`src/soc_bus_pkg.sv`:
```
package soc_bus_pkg;

	// Bus population
	localparam int N_MASTERS = 2;
	localparam int N_SLAVES = 3;

	// Address bits that pick the slave region
	localparam int REGION_MSB = 27;
	localparam int REGION_LSB = 24;

	// Slave index, also the decoded region of a master
	typedef enum logic [1:0] {
		CORE_MEM = 2'd0,
		VIDEO_MEM = 2'd1,
		ID_REGS = 2'd2,
		NONE = 2'd3
	} region_e;

	// Pipelined request as driven by a master
	typedef struct packed {
		logic cyc;
		logic stb;
		logic we;
		logic [3:0] sel;
		logic [31:0] data;
		logic [27:0] adr;
	} wb_mst_req_t;

	// Request seen by a slave, offset inside its region only
	typedef struct packed {
		logic cyc;
		logic stb;
		logic we;
		logic [3:0] sel;
		logic [31:0] data;
		logic [23:0] adr;
	} wb_slv_req_t;

	typedef struct packed {
		logic ack;
		logic stall;
		logic error;
		logic [31:0] data;
	} wb_rsp_t;

	// Logic analyzer word
	// Owner codes are 0 idle, 1 host, 2 core
	typedef struct packed {
		logic [1:0] id_regs_master;
		logic [1:0] video_mem_master;
		logic [1:0] core_mem_master;
		region_e core_region;
		region_e host_region;
	} probe_t;

endpackage
```
`src/id_regs.sv`:
```
module id_regs #(
	parameter logic [10:0] MANUFACTURER_ID = 11'h000,
	parameter logic [15:0] PART_ID = 16'h0000,
	parameter logic [3:0] VERSION_ID = 4'h0
) (
	input  logic wb_clk_i,
	input  logic rst_n_i,
	input  soc_bus_pkg::wb_slv_req_t req_i,
	output soc_bus_pkg::wb_rsp_t rsp_o
);

	// JTAG IDCODE layout, bit 0 is always set
	localparam logic [31:0] IDCODE = {VERSION_ID, PART_ID, MANUFACTURER_ID, 1'b1};

	logic access;
	logic ack_q;
	logic err_q;
	logic [31:0] rdata_q;

	assign access = req_i.cyc && req_i.stb;

	// Read only block, a write gets error
	always_ff @(posedge wb_clk_i) begin
		if (!rst_n_i) begin
			ack_q <= 1'b0;
			err_q <= 1'b0;
		end else begin
			ack_q <= access && !req_i.we;
			err_q <= access && req_i.we;
		end
	end

	// Only word 0 holds data
	always_ff @(posedge wb_clk_i) begin
		if (access && !req_i.we) begin
			rdata_q <= (req_i.adr[23:2] == '0) ? IDCODE : '0;
		end
	end

	assign rsp_o = '{ack: ack_q, stall: 1'b0, error: err_q, data: rdata_q};

endmodule

```
`config.mk`:
```
export PLATFORM = sky130hd
export DESIGN_NAME = id_regs
export DESIGN_NICKNAME = d
export VERILOG_FILES = /design/src/soc_bus_pkg.sv /design/src/id_regs.sv
export SDC_FILE = /design/constraint.sdc
export NUM_CORES = 1
export LEC_CHECK = 0
export BUFFER_PORTS_ARGS = -buffer_cell sky130_fd_sc_hd__buf_2
export CAP_MARGIN = 20
export CORE_MARGIN = 10
export CORE_UTILIZATION = 23
export DETAILED_ROUTE_END_ITERATION = 8
export PLACE_DENSITY = 0.89
export SLEW_MARGIN = 30
export SYNTH_ARGS = -nofsm -noshare
export SYNTH_HDL_FRONTEND = slang
export SYNTH_SLANG_ARGS = --single-unit
```
`constraint.sdc`:
```
create_clock -name wb_clk_i -period 2 [get_ports wb_clk_i]
set_input_delay 0.6 -clock wb_clk_i [delete_from_list [all_inputs] [get_ports wb_clk_i]]
set_output_delay 0.6 -clock wb_clk_i [all_outputs]
set_load 0.01 [all_outputs]
```
==> results of run 1 <==
## logic make-up after synthesis
kind of cell / count (synthesis) / synth area share (%)
buf+inv: 34 / 63.0
simple gates: 12 / 18.8
flops: 3 / 17.3
other cells: 1 / 0.925
## report_power, final
group          internal [mW]  switching (mW)  leakage, nW
registers             0.0650        0.000356       0.0238
logic                 0.0215          0.0411        0.235
clock network         0.0748          0.0311       0.0150
total                  0.161          0.0726        0.274
## worst max-delay path, stage by stage
cell and delay, ns:
buf_2 0.09, or4_4 0.52, nor4_2 0.22
## registers in the layout, indices dropped and copies added, names as in the netlist
signal   count
ack_q        1
err_q        1
rdata_q      1
## routing by layer
metal,GRT usage [%],up-vias,share of wire [%]
met3,3.86,0,23
li1,-,157,-
met1,4.24,139,35
met5,0,-,0
met2,8.19,42,41
met4,2.87,0,0
## cells in the final DEF (no fill, tap or decap)
cell,count
edfxtp_1,1
conb_1,32
nand4_1,1
and2_1,1
buf_2,29
clkbuf_4,3
or4_4,1
nor4_2,1
nor4_1,4
dfxtp_1,2
clkbuf_1,1
nor2_1,2
nand2_1,2
## final timing paths
kind,cells past startpoint,to,slack [ns]
worst min-delay path,2,ack_q$_SDFF_PN0_,0.59
worst max-delay path,3,rdata_q[0]$_DFFE_PP_,0.62
## final cells by class
class / count / area (µm²) / area share (%)
clock buffers: 4 / 26.3 / 5.60
well taps: 25 / 31.3 / 6.67
repair buffers: 29 / 145 / 30.9
multi-input cells: 44 / 196 / 41.9
flip-flops and latches: 3 / 70.1 / 14.9
==> flow_summary.ini, run 1 <==
[run_status]
status = finished, final reports clean

[global_routing]
antenna_found_initial = 0
grt_pass1_vias = 364
grt_pass1_wl_um = 1420
grt_usage_pct = 4.99
grt_max_degree = 3
grt_overflow = 0

[clocking]
clkSinkCount = 3
cts_buffers = 3
cts_tree = yes
cts.clk_slew.worst_paths_ns = 0.04
cts.path.max_buffers = 2
clock-root-buffer = clkbuf_4
cts_resized = 0
htree_levels = 1
ctsHoldBuffers = 0
cts_setup_buffers = 0

[timing]
hold_violations = 0
timing.final.max_slew_violations = 0
fin_setup_tns_ns = 0
finalWorstSetupSlack_ns = 0.625
fin_crit_ns = 1.38
rsz0062_at_grt = no
timing.final.crit_share_pct = 68.8
max_freq_mhz = 727
setup_viol = 0
fin_hold_ws_ns = 0.591

[yosys]
synth.most_common_cell = buf_4
avgSynthCellArea_um2 = 8.11
synthArstFlopShare_pct = 0
netlist_top_cells_area = buf_4 63%, dfxtp_1 9.9%, edfxtp_1 7.4%
syn_area_um2 = 405
seq_area_frac_synth_pct = 17.3
synthTopCellsByCount = 34 x buf_4, 4 x nor4_1, 2 x dfxtp_1, 2 x nand2_1, 2 x nor2_1
synth_flop_cell = dfxtp_1
ys_ff_latch = 3
yosysUniqueCellTypes = 11
yosysWarnings = 0
synthCells = 50
netlist.area_leader.share_pct = 63.0
synth_top_area_cell = buf_4
synth_edf_count = 1

[final_layout]
syn2layout_area_growth_pct = 15.7
stdcell_count = 105
finish.utilization_pct = 27.5
num-nets-final = 146
n_antenna_cell = 0
final_area_um2 = 469
num-fill-cells = 186
drive_above_1_share_pct = 42.5

[route]
drtIter0Drc = 10
drtPass1Iterations = 2
avgViaCountPerCell = 3.22
ant_nets = 0
wire_per_inst_um = 11.2
vias = 338
detail_route.wirelength_um = 1170
post-route-drc-count = 0

[place]
place_area_um2 = 443
portBuffers = 29
dpl.cell_count = 101
gp_congestion = 0.602
pre_cts_ws_ns = 0.389
hpwl_um = 1090

[power_and_ir_drop]
power_mw = 0.234
leakage_nw = 0.274
ir_drop_uv = 136
power.density_nw_per_um2 = 498

[floorplan]
pin_count = 100
rows = 15
die_y_um = 62.0
die_w_um = 62.0
dieArea_um2 = 3840
initial_core_util_pct = 23.7
fp.coreArea_um2 = 1710

[worst_setup_path]
end_kind = flop
critPathArrivalTime_ns = 1.43
crit_type = in2reg
cp-start-kind = primary input
startpoint = req_i[6]
required_ns = 2.06
path_max_fanout = 1

[run]
cap_violations = 0

[worst_hold_path]
hp-start = rst_n_i
hp-class = in2reg
No activity file was read; power rests on OpenSTA's default activity.
==> inputs of run 2 (changes only) <==
--- a/config.mk
+++ b/config.mk
@@ -5,12 +5,13 @@
 export SDC_FILE = /design/constraint.sdc
 export NUM_CORES = 1
 export LEC_CHECK = 0
+export ABC_AREA = 1
 export BUFFER_PORTS_ARGS = -buffer_cell sky130_fd_sc_hd__buf_2
 export CAP_MARGIN = 20
 export CORE_MARGIN = 10
-export CORE_UTILIZATION = 23
+export CORE_UTILIZATION = 20
 export DETAILED_ROUTE_END_ITERATION = 8
-export PLACE_DENSITY = 0.89
+export PLACE_DENSITY = 0.79
 export SLEW_MARGIN = 30
 export SYNTH_ARGS = -nofsm -noshare
 export SYNTH_HDL_FRONTEND = slang
==> constraint.sdc (replaced) <==
create_clock -name wb_clk_i -period 1.1 [get_ports wb_clk_i]
set_input_delay 0.33 -clock wb_clk_i [delete_from_list [all_inputs] [get_ports wb_clk_i]]
set_output_delay 0.33 -clock wb_clk_i [all_outputs]
set_load 0.01 [all_outputs]
==> flow_summary.ini, run 2 <==
[power_and_ir_drop]
power_frac_clock_pct = 44.8
power_frac_comb_pct = 28.1
p_sw_share_pct = 32.4
p_int_mw = 0.297
leakage_nw = 0.305
power.density_nw_per_um2 = 868
seq_power_share_pct = 27.1
power.switching_mw = 0.142
ir_drop_uv = 268

[timing]
hold_violations = 0
max_freq_mhz = 948
finalWorstSetupSlack_ns = 0.0457
timing.final.crit_share_pct = 95.8
fin_crit_ns = 1.05
fin_setup_tns_ns = 0
timing.final.max_slew_violations = 0
rsz0062_at_grt = no
setup_viol = 0
fin_hold_ws_ns = 0.296

[route]
detail_route.wirelength_um = 1300
drtPass1Iterations = 4
ant_nets = 0
vias = 379
post-route-drc-count = 0
avgViaCountPerCell = 3.13
drtIter0Drc = 4
wire_per_inst_um = 10.8

[final_layout]
drive_above_1_share_pct = 35.1
finish.utilization_pct = 25.0
final_area_um2 = 505
num-nets-final = 160
final_common_cell = conb_1
num-fill-cells = 255
largestRegisters = ack_q: 1 flops, err_q: 1 flops, rdata_q: 1 flops
n_antenna_cell = 0
syn2layout_area_growth_pct = 15.1
final_cell_mix = 32 x conb_1, 29 x buf_2, 13 x nor2_1, 4 x nand2_1

[worst_setup_path]
cp-start-kind = flop
critical-path-top-delay-family = flip-flops
end_kind = primary output
path_cells = buf_2
crit_cells = 1
required_ns = 0.77
cp_num_buf_inv = 1
startpoint = rdata_q[0]$_DFFE_PP_
path_max_fanout = 1
critical_path.max_stage_delay_ns = 0.34
critPathArrivalTime_ns = 0.72
crit_type = reg2out
slowest_stage = edfxtp_1

[yosys]
synth_top_family_by_area = buffers and inverters
synth_compound_area_share_pct = 0
netlist.area_leader.share_pct = 58.1
synth_top_area_cell = buf_4
syn_area_um2 = 439
synthCells = 64
yosysWarnings = 0
synthArstFlopShare_pct = 0
synth_edf_count = 1
yosysUniqueCellTypes = 13
yosys.area_share.simple_pct = 22.5
avgSynthCellArea_um2 = 6.86
ys_ff_latch = 3
synth_flop_cell = dfxtp_1
synth.most_common_cell = buf_4
muxShareOfSynthArea_pct = 0
netlist_top_cells_area = buf_4 58%, nor2_1 11%, dfxtp_1 9.1%
synthAdderAreaFrac_pct = 0
seq_area_frac_synth_pct = 16.0
synthTopCellsByCount = 34 x buf_4, 13 x nor2_1, 4 x nand2_1, 3 x inv_1, 2 x dfxtp_1
synth_xor_area_share_pct = 0

[worst_hold_path]
hp-class = in2reg
hp-start = req_i[60]
whs_path_depth = 2
min_to = ack_q$_SDFF_PN0_

[clocking]
cts_buffers = 3
clock-root-buffer = clkbuf_4
cts.clk_slew.worst_paths_ns = 0.04
clkSinkCount = 3
cts_setup_buffers = 0
cts_resized = 0
cts_tree = yes
ctsHoldBuffers = 0
htree_levels = 1
cts.path.max_buffers = 2

[global_routing]
grt_pass1_vias = 444
grt_usage_pct = 5.26
grt_max_degree = 4
grt_overflow = 0
grt_pass1_wl_um = 1830
antenna_found_initial = 0

[run]
cap_violations = 0

[floorplan]
initial_core_util_pct = 21.7
die_w_um = 66.9
fp.coreArea_um2 = 2020
die_y_um = 66.9
pin_count = 100
rows = 16
dieArea_um2 = 4470

[place]
pre_cts_ws_ns = 0.0459
gp_congestion = 0.742
hpwl_um = 1240
portBuffers = 29
place_area_um2 = 479

[run_status]
status = finished, final reports clean
[run 2: cell count changes after synthesis, moves of 2 or more]
cell	before	now
nand2_1	2	4
nor4_1	4	1
inv_1	0	3
nor2_1	2	13
[run 2: layout make-up]
cell class / instances / area [µm²] / share of cell area (%)
inverter: 3 / 11.3 / 2.23
sequential: 3 / 70.1 / 13.9
timing repair buffer: 29 / 145 / 28.7
tap: 27 / 33.8 / 6.68
clock buffer: 4 / 26.3 / 5.20
multi-input combinational: 55 / 219 / 43.3
[run 2: power groups by stage]
| stage | combinational (mW) | clock, mW | sequential, mW |
|---|---|---|---|
| after floorplan | 0.152 | 0 | 0.121 |
| after global placement | 0.116 | 0 | 0.120 |
| after detailed placement | 0.118 | 0 | 0.121 |
| after CTS | 0.118 | 0.204 | 0.119 |
| after global routing | 0.140 | 0.210 | 0.119 |
| final | 0.123 | 0.197 | 0.119 |
[run 2: how the worst max path moves through the flow]
stage               slack (ns)              endpoint
floorplan                 0.22  rdata_q[0]$_DFFE_PP_
global placement          0.06  rdata_q[0]$_DFFE_PP_
detailed placement        0.05  rdata_q[0]$_DFFE_PP_
CTS                       0.03              rsp_o[0]
global route              0.03              rsp_o[0]
finish                    0.05              rsp_o[0]
[run 2: cell families (layout without fill, tap and decap cells)]
logic type | Yosys count | in the layout
flip-flops | 3 | 3
AND/OR/NAND/NOR | 23 | 23
other | 1 | 32
buffers and inverters | 37 | 36
[run 2: routing by layer]
metal  GRT usage, %  wire [µm]  vias to the layer above
li1               -          -                      188
met1           5.22        468                      153
met2           8.53        633                       36
met3           2.34        190                        2
met4           3.85         12                        0
met5              0          0                        -
[run 2: through the flow]
step           power (mW)  cells
2_1_floorplan       0.274     95
3_3_place_gp        0.236    117
3_5_place_dp        0.238    117
4_1_cts             0.441    121
5_1_grt             0.469    121
6_report            0.439    121
