`src/soc_bus_pkg.sv`:
```
package soc_bus_pkg;

	// Bus population
	localparam int N_MASTERS = 2;
	localparam int N_SLAVES = 3;

	// Address bits that pick the slave region
	localparam int REGION_MSB = 27;
	localparam int REGION_LSB = 24;

	// Slave index, also the decoded region of a master
	typedef enum logic [1:0] {
		CORE_MEM = 2'd0,
		VIDEO_MEM = 2'd1,
		ID_REGS = 2'd2,
		NONE = 2'd3
	} region_e;

	// Pipelined request as driven by a master
	typedef struct packed {
		logic cyc;
		logic stb;
		logic we;
		logic [3:0] sel;
		logic [31:0] data;
		logic [27:0] adr;
	} wb_mst_req_t;

	// Request seen by a slave, offset inside its region only
	typedef struct packed {
		logic cyc;
		logic stb;
		logic we;
		logic [3:0] sel;
		logic [31:0] data;
		logic [23:0] adr;
	} wb_slv_req_t;

	typedef struct packed {
		logic ack;
		logic stall;
		logic error;
		logic [31:0] data;
	} wb_rsp_t;

	// Logic analyzer word
	// Owner codes are 0 idle, 1 host, 2 core
	typedef struct packed {
		logic [1:0] id_regs_master;
		logic [1:0] video_mem_master;
		logic [1:0] core_mem_master;
		region_e core_region;
		region_e host_region;
	} probe_t;

endpackage
```
`src/wb_interconnect.sv`:
```
module wb_interconnect (
	input  logic wb_clk_i,
	input  logic rst_n_i,
	input  soc_bus_pkg::wb_mst_req_t mst_req_i [soc_bus_pkg::N_MASTERS],
	output soc_bus_pkg::wb_rsp_t mst_rsp_o [soc_bus_pkg::N_MASTERS],
	output soc_bus_pkg::wb_slv_req_t slv_req_o [soc_bus_pkg::N_SLAVES],
	input  soc_bus_pkg::wb_rsp_t slv_rsp_i [soc_bus_pkg::N_SLAVES],
	output soc_bus_pkg::probe_t probe_o
);

	localparam int NM = soc_bus_pkg::N_MASTERS;
	localparam int NS = soc_bus_pkg::N_SLAVES;
	localparam int RMSB = soc_bus_pkg::REGION_MSB;
	localparam int RLSB = soc_bus_pkg::REGION_LSB;

	// Master slots, host has priority
	localparam int HOST = 0;
	localparam int CORE = 1;

	// Owner code of master m is m + 1, zero means idle
	localparam int OWN_W = 2;
	localparam logic [OWN_W-1:0] OWN_IDLE = '0;

	soc_bus_pkg::region_e region [NM];
	logic [NM-1:0] mapped;
	logic [NM-1:0] unmapped_err_q;
	logic [NM-1:0] granted;
	logic [NM-1:0] slv_stall;
	logic [NS-1:0] held;
	logic [NS-1:0][OWN_W-1:0] owner_q;
	logic [NS-1:0][OWN_W-1:0] owner_d;

	// Region decode from the top address nibble
	always_comb begin
		for (int m = 0; m < NM; m++) begin
			mapped[m] = mst_req_i[m].adr[RMSB:RLSB] < NS;
			region[m] = mapped[m] ?
				soc_bus_pkg::region_e'(mst_req_i[m].adr[RLSB+1:RLSB]) : soc_bus_pkg::NONE;
		end
	end

	// Ownership is kept while the owner holds cyc
	always_comb begin
		for (int s = 0; s < NS; s++) begin
			held[s] = 1'b0;
			for (int m = 0; m < NM; m++) begin
				if (owner_q[s] == OWN_W'(m + 1) && mst_req_i[m].cyc) begin
					held[s] = 1'b1;
				end
			end
			owner_d[s] = owner_q[s];
			if (!held[s]) begin
				owner_d[s] = OWN_IDLE;
				// Walk down so the lowest index, the host, wins
				for (int m = NM - 1; m >= 0; m--) begin
					if (mst_req_i[m].cyc && region[m] == soc_bus_pkg::region_e'(s)) begin
						owner_d[s] = OWN_W'(m + 1);
					end
				end
			end
		end
	end

	always_ff @(posedge wb_clk_i) begin
		if (!rst_n_i) begin
			owner_q <= '0;
			unmapped_err_q <= '0;
		end else begin
			owner_q <= owner_d;
			// Unmapped strobes are answered with error on the next cycle
			for (int m = 0; m < NM; m++) begin
				unmapped_err_q[m] <= mst_req_i[m].cyc && mst_req_i[m].stb && !mapped[m];
			end
		end
	end

	// Requests go to a slave only from its owner
	always_comb begin
		for (int s = 0; s < NS; s++) begin
			slv_req_o[s] = '0;
			for (int m = 0; m < NM; m++) begin
				if (owner_q[s] == OWN_W'(m + 1)) begin
					slv_req_o[s].cyc = mst_req_i[m].cyc;
					slv_req_o[s].stb = mst_req_i[m].cyc && mst_req_i[m].stb &&
						region[m] == soc_bus_pkg::region_e'(s);
					slv_req_o[s].we = mst_req_i[m].we;
					slv_req_o[s].sel = mst_req_i[m].sel;
					slv_req_o[s].data = mst_req_i[m].data;
					slv_req_o[s].adr = mst_req_i[m].adr[RLSB-1:0];
				end
			end
		end
	end

	// Responses come back from every slave the master owns
	always_comb begin
		for (int m = 0; m < NM; m++) begin
			mst_rsp_o[m] = '0;
			granted[m] = 1'b0;
			slv_stall[m] = 1'b0;
			for (int s = 0; s < NS; s++) begin
				if (owner_q[s] == OWN_W'(m + 1)) begin
					mst_rsp_o[m].ack = mst_rsp_o[m].ack | slv_rsp_i[s].ack;
					mst_rsp_o[m].error = mst_rsp_o[m].error | slv_rsp_i[s].error;
					if (slv_rsp_i[s].ack) begin
						mst_rsp_o[m].data = mst_rsp_o[m].data | slv_rsp_i[s].data;
					end
					if (region[m] == soc_bus_pkg::region_e'(s)) begin
						granted[m] = 1'b1;
						slv_stall[m] = slv_rsp_i[s].stall;
					end
				end
			end
			// Stall while waiting for a grant, never on an unmapped region
			mst_rsp_o[m].stall = mst_req_i[m].cyc && mapped[m] &&
				(!granted[m] || slv_stall[m]);
			mst_rsp_o[m].error = mst_rsp_o[m].error | unmapped_err_q[m];
		end
	end

	always_comb begin
		probe_o.host_region = mst_req_i[HOST].cyc ? region[HOST] : soc_bus_pkg::NONE;
		probe_o.core_region = mst_req_i[CORE].cyc ? region[CORE] : soc_bus_pkg::NONE;
		probe_o.core_mem_master = owner_q[soc_bus_pkg::CORE_MEM];
		probe_o.video_mem_master = owner_q[soc_bus_pkg::VIDEO_MEM];
		probe_o.id_regs_master = owner_q[soc_bus_pkg::ID_REGS];
	end

endmodule

```
`config.mk`:
```
export PLATFORM = sky130hd
export DESIGN_NAME = wb_interconnect
export DESIGN_NICKNAME = d
export VERILOG_FILES = /design/src/soc_bus_pkg.sv /design/src/wb_interconnect.sv
export SDC_FILE = /design/constraint.sdc
export NUM_CORES = 1
export LEC_CHECK = 0
export ABC_CLOCK_PERIOD_IN_PS = 1400
export BUFFER_PORTS_ARGS = -buffer_cell sky130_fd_sc_hd__buf_2
export CELL_PAD_IN_SITES_DETAIL_PLACEMENT = 1
export CELL_PAD_IN_SITES_GLOBAL_PLACEMENT = 2
export CORE_AREA = 2 2 197 199
export DETAILED_ROUTE_END_ITERATION = 16
export DIE_AREA = 0 0 199 201
export GPL_ROUTABILITY_DRIVEN = 0
export HOLD_SLACK_MARGIN = 0.15
export PLACE_DENSITY_LB_ADDON = 0.08
export REMOVE_ABC_BUFFERS = 1
export SKIP_CTS_REPAIR_TIMING = 1
export SLEW_MARGIN = 20
export SYNTH_ARGS = -nofsm -noshare
export SYNTH_HDL_FRONTEND = slang
export SYNTH_SLANG_ARGS = --single-unit
```
`constraint.sdc`:
```
create_clock -name wb_clk_i -period 1.4 [get_ports wb_clk_i]
set_input_delay 0.14 -clock wb_clk_i [delete_from_list [all_inputs] [get_ports wb_clk_i]]
set_output_delay 0.14 -clock wb_clk_i [all_outputs]
set_load 0.05 [all_outputs]
```
==> metrics.txt, run 1 <==
Buffers on Ports 509; vias in the first global route 7206; Synth warnings 0; Remaining DRCs 0; htree depth 1; Worst Skew 0.0000525 ns; vias per inst 4.40; mux share of post-synthesis cell area 0; status complete, but fails checks; Tot GR Track Use 0.174; num rows 72; Critical Path Sink Type primary output; measured slew at the worst slew-check pin 0.424 ns; DP HPWL 31200 um; CP Data Arrival Time 1.63 ns; switching power 1.29 mW; root buf cell clkbuf_16; Worst Path Max Fanout 5; xor and xnor area share after synthesis 0; Cell Area, Synth 3640 um2; Tcrit/Tclk final 1.27; Simple-Gate Fraction of Synth Area 0.205; Final Cell Area 10300 um2; area delta synth->final 182%; synthesized instance count 536; core area 38100 um2; fin worst setup slack -0.373 ns; Yosys reg bits 8; WL final 38500 um; clk buf depth 2; pwr dens 260 nW/um2; CTS clock-pin slew for the worst setup and hold paths 0.04 ns; WP data required 1.26 ns; total gr overflow 0; # IOs 510; Reg power frac 0.087; Worst VDD drop 0.000275 V; die width 199 um; Synth Area in Compound Gates 0.651; max-cap viol count 0; Num CTS Buffers 3; Die ar. 40000 um2; Worst-Skew Late Latency 0.24 ns; RSZ-0062 raised after global routing true; Synth Area in Adders 0; fillers 4505; largest net degree at the start of global routing 45; DR pass1 iterations 4; critical path type flop to primary output; main combinational cell family by area after synthesis compound AO/OA/AOI/OAI gates; Pleak 4.83 nW; Die Y 201 um; post-placement cell area 8760 um2; via count 7040; Mean Syn Cell Area 6.79 um2; slew margin rel. 0.715; Critical Path Start Type flop; Nets 1321; synth unique cells 41; Max Transition Viols Final 0; failing checks setup timing; final setup vio count 259; HP Class input port to flop; TritonCTS Sinks 8; Seq/Total Area, Yosys 0.0440; Fmax 564 MHz; Logic pwr share 0.719; CTS tree built; final core occ 0.269; first-pass GRT wire length 51700 um; share of cells above drive strength 1 0.655; total power 2.66 mW; initial DRC count 233; Sw Ratio 0.483; Hold Vio Cnt, Final 0; crit path time final 1.77 ns; WL per Instance 24.1 um; initial antenna violation count 8; Internal 1.38 mW; Routed Antenna Nets 0; initial core utilization 0.0955; Clk pwr share 0.194
state kept, by name, indices dropped and copies added (netlist names):
register / cells
probe_o: 6
unmapped_err_q: 2
stage by stage:
stage	setup TNS [ns]	worst slack [ns]	hold slack [ns]	instances
final	-72.28	-0.373	0.147	1599
after detailed placement	-33.40	-0.278	0.409	1582
after global placement	-32.19	-0.295	0.404	1582
after CTS	-101.76	-0.539	0.153	1585
after floorplan	-439.17	-2.94	0.268	466
after global routing	-87.14	-0.427	0.164	1597
logic make-up (layout without fill, tap and decap cells):
family / count (synthesis) / count (layout)
buffers and inverters: 75 / 617
DFF: 8 / 8
other: 0 / 3
and+or+nand+nor: 158 / 158
AOI/OAI and AO/OA: 295 / 295
synth_stat cells:
cell      count  share of area
a21oi_1       7         0.0096
a21oi_2       1         0.0024
a221oi_1      1         0.0024
a22o_1      184           0.44
a22oi_1      66           0.14
a311o_1       1         0.0028
a31oi_1       1         0.0017
and2b_1       2         0.0041
and3_1        3         0.0052
and3b_1       7          0.017
buf_2        57          0.078
buf_4         1         0.0021
buf_6         1         0.0031
clkbuf_1     10          0.010
clkbuf_2      1         0.0014
dfxtp_1       8          0.044
inv_1         5         0.0052
nand2_1     113           0.12
nand2b_1      3         0.0052
nand3_1       4         0.0055
nand3b_1      2         0.0041
nand4_1       2         0.0034
nor2_1        2         0.0021
nor2b_1       4         0.0069
nor3_1        1         0.0014
nor3b_1       1         0.0021
nor4_1        3         0.0052
nor4b_2       1         0.0041
nor4bb_1      1         0.0028
o211a_1       1         0.0028
o211ai_1      2         0.0041
o21ai_0      24          0.033
o21ai_1       1         0.0014
o21bai_1      1         0.0021
o22ai_1       3         0.0052
o32ai_1       2         0.0048
or2_2         3         0.0052
or2b_1        1         0.0021
or3_1         2         0.0034
or3b_1        1         0.0024
or4_4         2         0.0062
cell type report:
type | count | area (um2) | area share
Antenna cell | 3 | 7.51 | 0.000732
Clock buffer | 3 | 75.1 | 0.00732
Inverter | 5 | 18.8 | 0.00183
Multi-Input combinational cell | 453 | 3580 | 0.349
Sequential cell | 8 | 180 | 0.0176
Tap cell | 518 | 648 | 0.0632
Timing Repair Buffer | 609 | 5750 | 0.560
routing by layer:
layer | part of all wire | global-route usage
met5 | 0.0011 | 0
met4 | 0.021 | 0.0338
met3 | 0.082 | 0.0496
met2 | 0.52 | 0.327
met1 | 0.37 | 0.193
power by group through the flow:
stage | registers, mW | logic [mW] | clock network, mW
finish | 0.231 | 1.92 | 0.516
global placement | 0.242 | 1.75 | 0
floorplan | 0.252 | 0.699 | 0
global route | 0.232 | 2.02 | 0.537
detailed placement | 0.242 | 1.75 | 0
CTS | 0.238 | 1.75 | 0.525
cell usage in the layout, fill, tap and decap left out, drive strengths merged, types with 2 or more instances in the layout:
master,n
or2,3
inv,5
a22oi,66
nor2b,4
nand4,2
o21ai,25
o211ai,2
nand3b,2
nand2b,3
nor4,3
a21oi,8
diode,3
a22o,184
nor2,2
nand2,113
dfxtp,8
o22ai,3
o32ai,2
or3,2
and3,3
clkbuf,49
and2b,2
or4,2
and3b,7
nand3,4
buf,563
final timing paths:
| kind | start | endpoint | slack [ns] | cells after the start |
|---|---|---|---|---|
| worst max-delay path | probe_o[7] | slv_req_o[124] | -0.37 | 5 |
| worst min-delay path | mst_req_i[132] | unmapped_err_q[0] | 0.15 | 3 |
| worst max register to register | probe_o[9] | probe_o[8] | 0.21 | 5 |
| worst min register to register | probe_o[8] | probe_o[9] | 0.54 | 1 |
critical path, stage by stage, from the launching register on:
cell and delay [ns]:
dfxtp_4 0.35, nand2b_4 0.15, or4_4 0.45, o22ai_4 0.19
buf_6 0.12, buf_12 0.13
No activity file was read; power rests on OpenSTA's default activity.
==> inputs of run 2 (changes only) <==
--- a/config.mk
+++ b/config.mk
@@ -14,7 +14,7 @@
 export DIE_AREA = 0 0 199 201
 export GPL_ROUTABILITY_DRIVEN = 0
 export HOLD_SLACK_MARGIN = 0.15
-export PLACE_DENSITY_LB_ADDON = 0.08
+export PLACE_DENSITY_LB_ADDON = 0.12
 export REMOVE_ABC_BUFFERS = 1
 export SKIP_CTS_REPAIR_TIMING = 1
 export SLEW_MARGIN = 20
==> run 2 against run 1 <==
  * Cell count up 0.13%
  * Register-to-register slack improved by 0.03 ns
  * Worst hold slack better by 0.015 ns
  * Worst setup slack gained 0.036 ns
  * The run still ends with setup timing left
  * Die area unchanged
  * Clock-buffer cell count is the same
  * Clock power is 4.1% lower
  * Wire length fell by 4.3%
==> metrics.txt, run 2 (synthesis gave the netlist of run 1 again) <==
status complete, but fails checks; failing checks setup timing; htree depth 1 (unchanged); Clk pwr share 0.190 (-0.004); # IOs 510 (unchanged); critical path type flop to primary output; Reg power frac 0.089 (+0.002); Reg-to-Reg Start probe_o[6]; Pleak 4.81 nW (-0.42%); final core occ 0.265 (-0.00368); initial DRC count 231 (-0.86%); Critical Path Start Type flop; Tcrit/Tclk final 1.24 (-0.0259); area delta synth->final 178%; fillers 4508 (+0.067%); DR pass1 iterations 4 (unchanged); largest net degree at the start of global routing 34 (-24%); fin worst setup slack -0.337 ns (+0.0363 ns); final setup vio count 261 (+0.77%); RR Endpoint probe_o[7]; Internal 1.36 mW (-1.1%); CTS clock-pin slew for the worst setup and hold paths 0.04 ns (about the same); slew margin rel. 0.675 (-0.0392); dpl ws -0.315 ns (-0.0374 ns); TritonCTS Sinks 8 (unchanged); RSZ-0062 raised after global routing true; worst setup path end slv_req_o[124]; total gr overflow 0 (unchanged); share of cells above drive strength 1 0.620 (-0.0353); clk buf depth 2 (unchanged); Hold Vio Cnt, Final 0 (unchanged); vias per inst 4.35 (-1.1%); Nets 1321 (unchanged); Worst Skew 0.0000631 ns (+0.0000106 ns); Cell Chain, Critical Path nand2b_1 -> or4_4 -> o22ai_4 -> buf_12; Sw Ratio 0.478 (-0.00497); worst reg2reg setup slack 0.24 ns (+0.03 ns); die width 199 um (unchanged); Reg2Reg Depth 4 (-1); Num CTS Buffers 3 (unchanged); most frequent cells in the layout buf_2 (259), a22o_1 (167), buf_6 (129), nand2_1 (112), buf_12 (101); post-placement cell area 8570 um2 (-2.2%); cell family with most CP delay simple AND/OR/NAND/NOR gates; total power 2.61 mW (-2.0%); buffers plus inverters on the worst setup path 1 (-1); WP data required 1.26 ns (about the same); Logic pwr share 0.721 (+0.002); measured slew at the worst slew-check pin 0.482 ns (+0.0583 ns); root buf cell clkbuf_16; Worst Path Max Fanout 6 (+1); Worst path max stage delay 0.45 ns (about the same); commonest non-fill, non-tap cell in the layout buf_2; Worst-Skew Late Latency 0.23 ns (about the same); Die Y 201 um (unchanged); Fmax 576 MHz (+2.1%); via count 6971 (-0.98%); Critical Path Sink Type primary output; Die ar. 40000 um2 (unchanged); Remaining DRCs 0 (unchanged); WL per Instance 23.0 um (-4.4%); WL final 36800 um (-4.3%); vias in the first global route 7056 (-2.1%); Tot GR Track Use 0.167 (-0.00659); initial antenna violation count 10 (+2); hold path depth 3 (unchanged); switching power 1.25 mW (-3.0%); Slowest cell on crit path or4_4; Buffers on Ports 509 (unchanged); first-pass GRT wire length 49400 um (-4.4%); CP Data Arrival Time 1.60 ns (-0.03 ns); Final Cell Area 10100 um2 (-1.4%); max-cap viol count 0 (unchanged); Worst VDD drop 0.000230 V (-16%); HP Class input port to flop; Max Transition Viols Final 0 (unchanged); Routed Antenna Nets 0 (unchanged); core area 38100 um2 (unchanged); max reg flops 6 (unchanged); critical path startpoint probe_o[7]; TNS Setup -69.98 ns (+2.30 ns); num rows 72 (unchanged); DP HPWL 30100 um (-3.4%); crit path time final 1.74 ns (-0.0363 ns); pwr dens 258 nW/um2 (-0.66%); CTS tree built; Critical Path Stages 4 (-1); initial core utilization 0.0955 (unchanged)
run 2: worst min path at each step:
stage | startpoint | to
6_report | mst_req_i[132] | unmapped_err_q[0]
2_1_floorplan | mst_req_i[132] | unmapped_err_q[0]
4_1_cts | mst_req_i[132] | unmapped_err_q[0]
5_1_grt | mst_req_i[132] | unmapped_err_q[0]
3_3_place_gp | mst_req_i[132] | unmapped_err_q[0]
3_5_place_dp | mst_req_i[132] | unmapped_err_q[0]
run 2: layout make-up:
cell class	count	area, um2	area share
repair buffers	609	5780	0.571
clock buffers	3	75.1	0.00742
multi-input cells	453	3410	0.337
well taps	518	648	0.0641
inverters	5	18.8	0.00186
diodes	5	12.5	0.00124
flip-flops and latches	8	178	0.0176
run 2: power groups by stage:
stage          logic [mW]  clock network (mW)  registers (mW)
4_1_cts              1.71               0.512           0.239
3_3_place_gp         1.71                   0           0.243
2_1_floorplan       0.699                   0           0.252
3_5_place_dp         1.71                   0           0.243
6_report             1.88               0.495           0.233
5_1_grt              1.98               0.534           0.234
run 2: routing by layer:
layer	vias up	share of wire	GRT usage	routed length, um
met2	304	0.52	0.316	19300
li1	3238	-	-	-
met4	10	0.027	0.0434	998
met3	52	0.070	0.0450	2600
met1	3367	0.38	0.182	13800
met5	-	0.0017	0	64
run 2: metrics by stage:
stage	cells	hold slack, ns
after detailed placement	1583	0.408
after CTS	1586	0.162
after global routing	1600	0.171
final	1601	0.162
after floorplan	466	0.268
after global placement	1583	0.405
run 2: worst reg2reg max path: stages (launching register included):
cell and delay [ns]:
dfxtp_2 0.33, buf_4 0.15, or2b_4 0.27, buf_12 0.15, o22ai_1 0.18
==> inputs of run 3 (changes only) <==
--- a/config.mk
+++ b/config.mk
@@ -5,13 +5,13 @@
 export SDC_FILE = /design/constraint.sdc
 export NUM_CORES = 1
 export LEC_CHECK = 0
-export ABC_CLOCK_PERIOD_IN_PS = 1400
+export ABC_CLOCK_PERIOD_IN_PS = 1500
 export BUFFER_PORTS_ARGS = -buffer_cell sky130_fd_sc_hd__buf_2
 export CELL_PAD_IN_SITES_DETAIL_PLACEMENT = 1
 export CELL_PAD_IN_SITES_GLOBAL_PLACEMENT = 2
-export CORE_AREA = 2 2 197 199
+export CORE_AREA = 2 2 196 198
 export DETAILED_ROUTE_END_ITERATION = 16
-export DIE_AREA = 0 0 199 201
+export DIE_AREA = 0 0 198 200
 export GPL_ROUTABILITY_DRIVEN = 0
 export HOLD_SLACK_MARGIN = 0.15
 export PLACE_DENSITY_LB_ADDON = 0.12
==> constraint.sdc (replaced) <==
create_clock -name wb_clk_i -period 1.5 [get_ports wb_clk_i]
set_input_delay 0.15 -clock wb_clk_i [delete_from_list [all_inputs] [get_ports wb_clk_i]]
set_output_delay 0.15 -clock wb_clk_i [all_outputs]
set_load 0.05 [all_outputs]
==> run 3 against run 2 <==
  * The run still ends with setup timing left
  * Clock skew hardly changed
  * First-iteration DRC count shrank 7.8%
  * Worst setup slack improved by 0.018 ns
  * Cell count increased by 1.4%
==> metrics.txt, run 3 (synthesis gave the netlist of run 1 again) <==
final setup vio count 260 (-0.38%); first-pass GRT wire length 48900 um (-1.1%); Remaining DRCs 0 (unchanged); hold path depth 3 (unchanged); Cell Chain, Critical Path buf_6 -> and3b_2 -> clkbuf_16 -> or3_1 -> buf_6; clk buf depth 2 (unchanged); CTS clock-pin slew for the worst setup and hold paths 0.04 ns (about the same); CP Data Arrival Time 1.67 ns (+0.07 ns); measured slew at the worst slew-check pin 0.472 ns (-0.0101 ns); Reg2Reg Depth 6 (+2); Critical Path Sink Type primary output; # IOs 510 (unchanged); crit path time final 1.82 ns; Pleak 5.03 nW (+4.5%); Nets 1350 (+2.2%); Tcrit/Tclk final 1.21; WL final 39600 um (+7.7%); cell family with most CP delay simple AND/OR/NAND/NOR gates; root buf cell clkbuf_16; HP Class input port to flop; WP data required 1.35 ns (+0.09 ns); dpl ws -0.194 ns (+0.121 ns); Worst-Skew Late Latency 0.23 ns (about the same); Worst Skew 0.0000495 ns (-0.0000136 ns); Worst path max stage delay 0.37 ns (-0.08 ns); failing checks setup timing; initial DRC count 213 (-7.8%); Die ar. 39600 um2 (-1.0%); Slowest cell on crit path dfxtp_4; fillers 4402 (-2.4%); most frequent cells in the layout buf_2 (308), a22o_1 (172), buf_6 (151), nand2_1 (109), buf_12 (98); num rows 71 (-1.4%); largest net degree at the start of global routing 40 (+18%); Crit path top cell by count buf_6; Worst VDD drop 0.000240 V (+4.3%); Routed Antenna Nets 0 (unchanged); critical path type flop to primary output; Fmax 550 MHz; Num CTS Buffers 3 (unchanged); fin worst setup slack -0.318 ns (+0.0181 ns); slew margin rel. 0.683 (+0.00729); WL per Instance 24.4 um (+6.1%); area delta synth->final 190%; via count 7209 (+3.4%); Tot GR Track Use 0.165 (-0.00289); vias per inst 4.44 (+1.9%); htree depth 1 (unchanged); DR pass1 iterations 4 (unchanged); vias in the first global route 7016 (-0.57%); Max Transition Viols Final 0 (unchanged); status complete, but fails checks; die width 198 um (-0.50%); total gr overflow 0 (unchanged); Die Y 200 um (-0.50%); Critical Path Stages 5 (+1); RSZ-0062 raised after global routing true; buffers plus inverters on the worst setup path 3 (+2); initial antenna violation count 7 (-3); initial core utilization 0.0973 (+0.00181); Worst Path Max Fanout 7 (+1); DP HPWL 30400 um (+0.83%); Min Hold Slack 0.200 ns (+0.0377 ns); Critical Path Start Type flop; max reg flops 6 (unchanged); pwr dens 234 nW/um2 (-9.3%); max-cap viol count 0 (unchanged); CTS tree built; Final Cell Area 10500 um2 (+4.2%); commonest non-fill, non-tap cell in the layout buf_2; Buffers on Ports 509 (unchanged); TritonCTS Sinks 8 (unchanged); Hold Vio Cnt, Final 0 (unchanged); share of cells above drive strength 1 0.650 (+0.0298); post-placement cell area 8550 um2 (-0.28%); core area 37400 um2 (-1.9%)
[run 3: changes by cell type in the layout (fill, tap and decap cells not counted), moves of 4 or more]
cell | before | now
a22o_4 | 17 | 12
buf_8 | 2 | 6
clkbuf_16 | 7 | 18
nand2_2 | 0 | 4
buf_6 | 129 | 151
clkbuf_4 | 31 | 6
a22oi_2 | 9 | 32
a22oi_1 | 57 | 34
buf_2 | 259 | 308
buf_4 | 82 | 53
a22o_1 | 167 | 172
[run 3: cell type report]
cell class / count / area, um2 / share of cell area
timing repair buffer: 638 / 6140 / 0.582
multi-input combinational: 453 / 3470 / 0.330
tap: 511 / 639 / 0.0606
sequential: 8 / 180 / 0.0171
clock buffer: 3 / 75.1 / 0.00712
inverter: 5 / 18.8 / 0.00178
antenna: 6 / 15.0 / 0.00142
[run 3: tightest hold or removal path: stages]
cell and delay (ns):
buf_2 0.12, nand3_1 0.06, a21oi_1 0.05
[run 3: worst paths after layout]
kind | slack (ns) | endpoint | startpoint
setup / recovery | -0.32 | mst_rsp_o[34] | probe_o[6]
hold / removal | 0.20 | unmapped_err_q[0] | mst_req_i[132]
setup reg to reg | 0.22 | probe_o[8] | probe_o[9]
hold reg to reg | 0.60 | probe_o[5] | probe_o[4]
[run 3: power by group]
group	total, mW	switching [mW]	internal, mW
Combinational	1.79	1.06	0.733
Clock	0.458	0.114	0.345
Sequential	0.216	0.00515	0.211
Total	2.47	1.18	1.29
[run 3: per-stage QoR]
| stage | instances | total power [mW] | TNS, ns | utilization |
|---|---|---|---|---|
| 2_1_floorplan | 466 | 0.887 | -415.84 | - |
| 3_3_place_gp | 1579 | 1.82 | -15.82 | 0.229 |
| 3_5_place_dp | 1579 | 1.81 | -20.92 | 0.229 |
| 4_1_cts | 1582 | 2.28 | -85.65 | 0.231 |
| 5_1_grt | 1622 | 2.60 | -71.05 | 0.282 |
| 6_report | 1624 | 2.47 | -56.93 | 0.282 |
[run 3: layer usage]
metal  wire, um  part of all wire  GRT usage
met1      14300              0.36      0.175
met2      20700              0.52      0.311
met3       3450             0.087     0.0539
met4       1140             0.029     0.0432
met5         17           0.00043          0
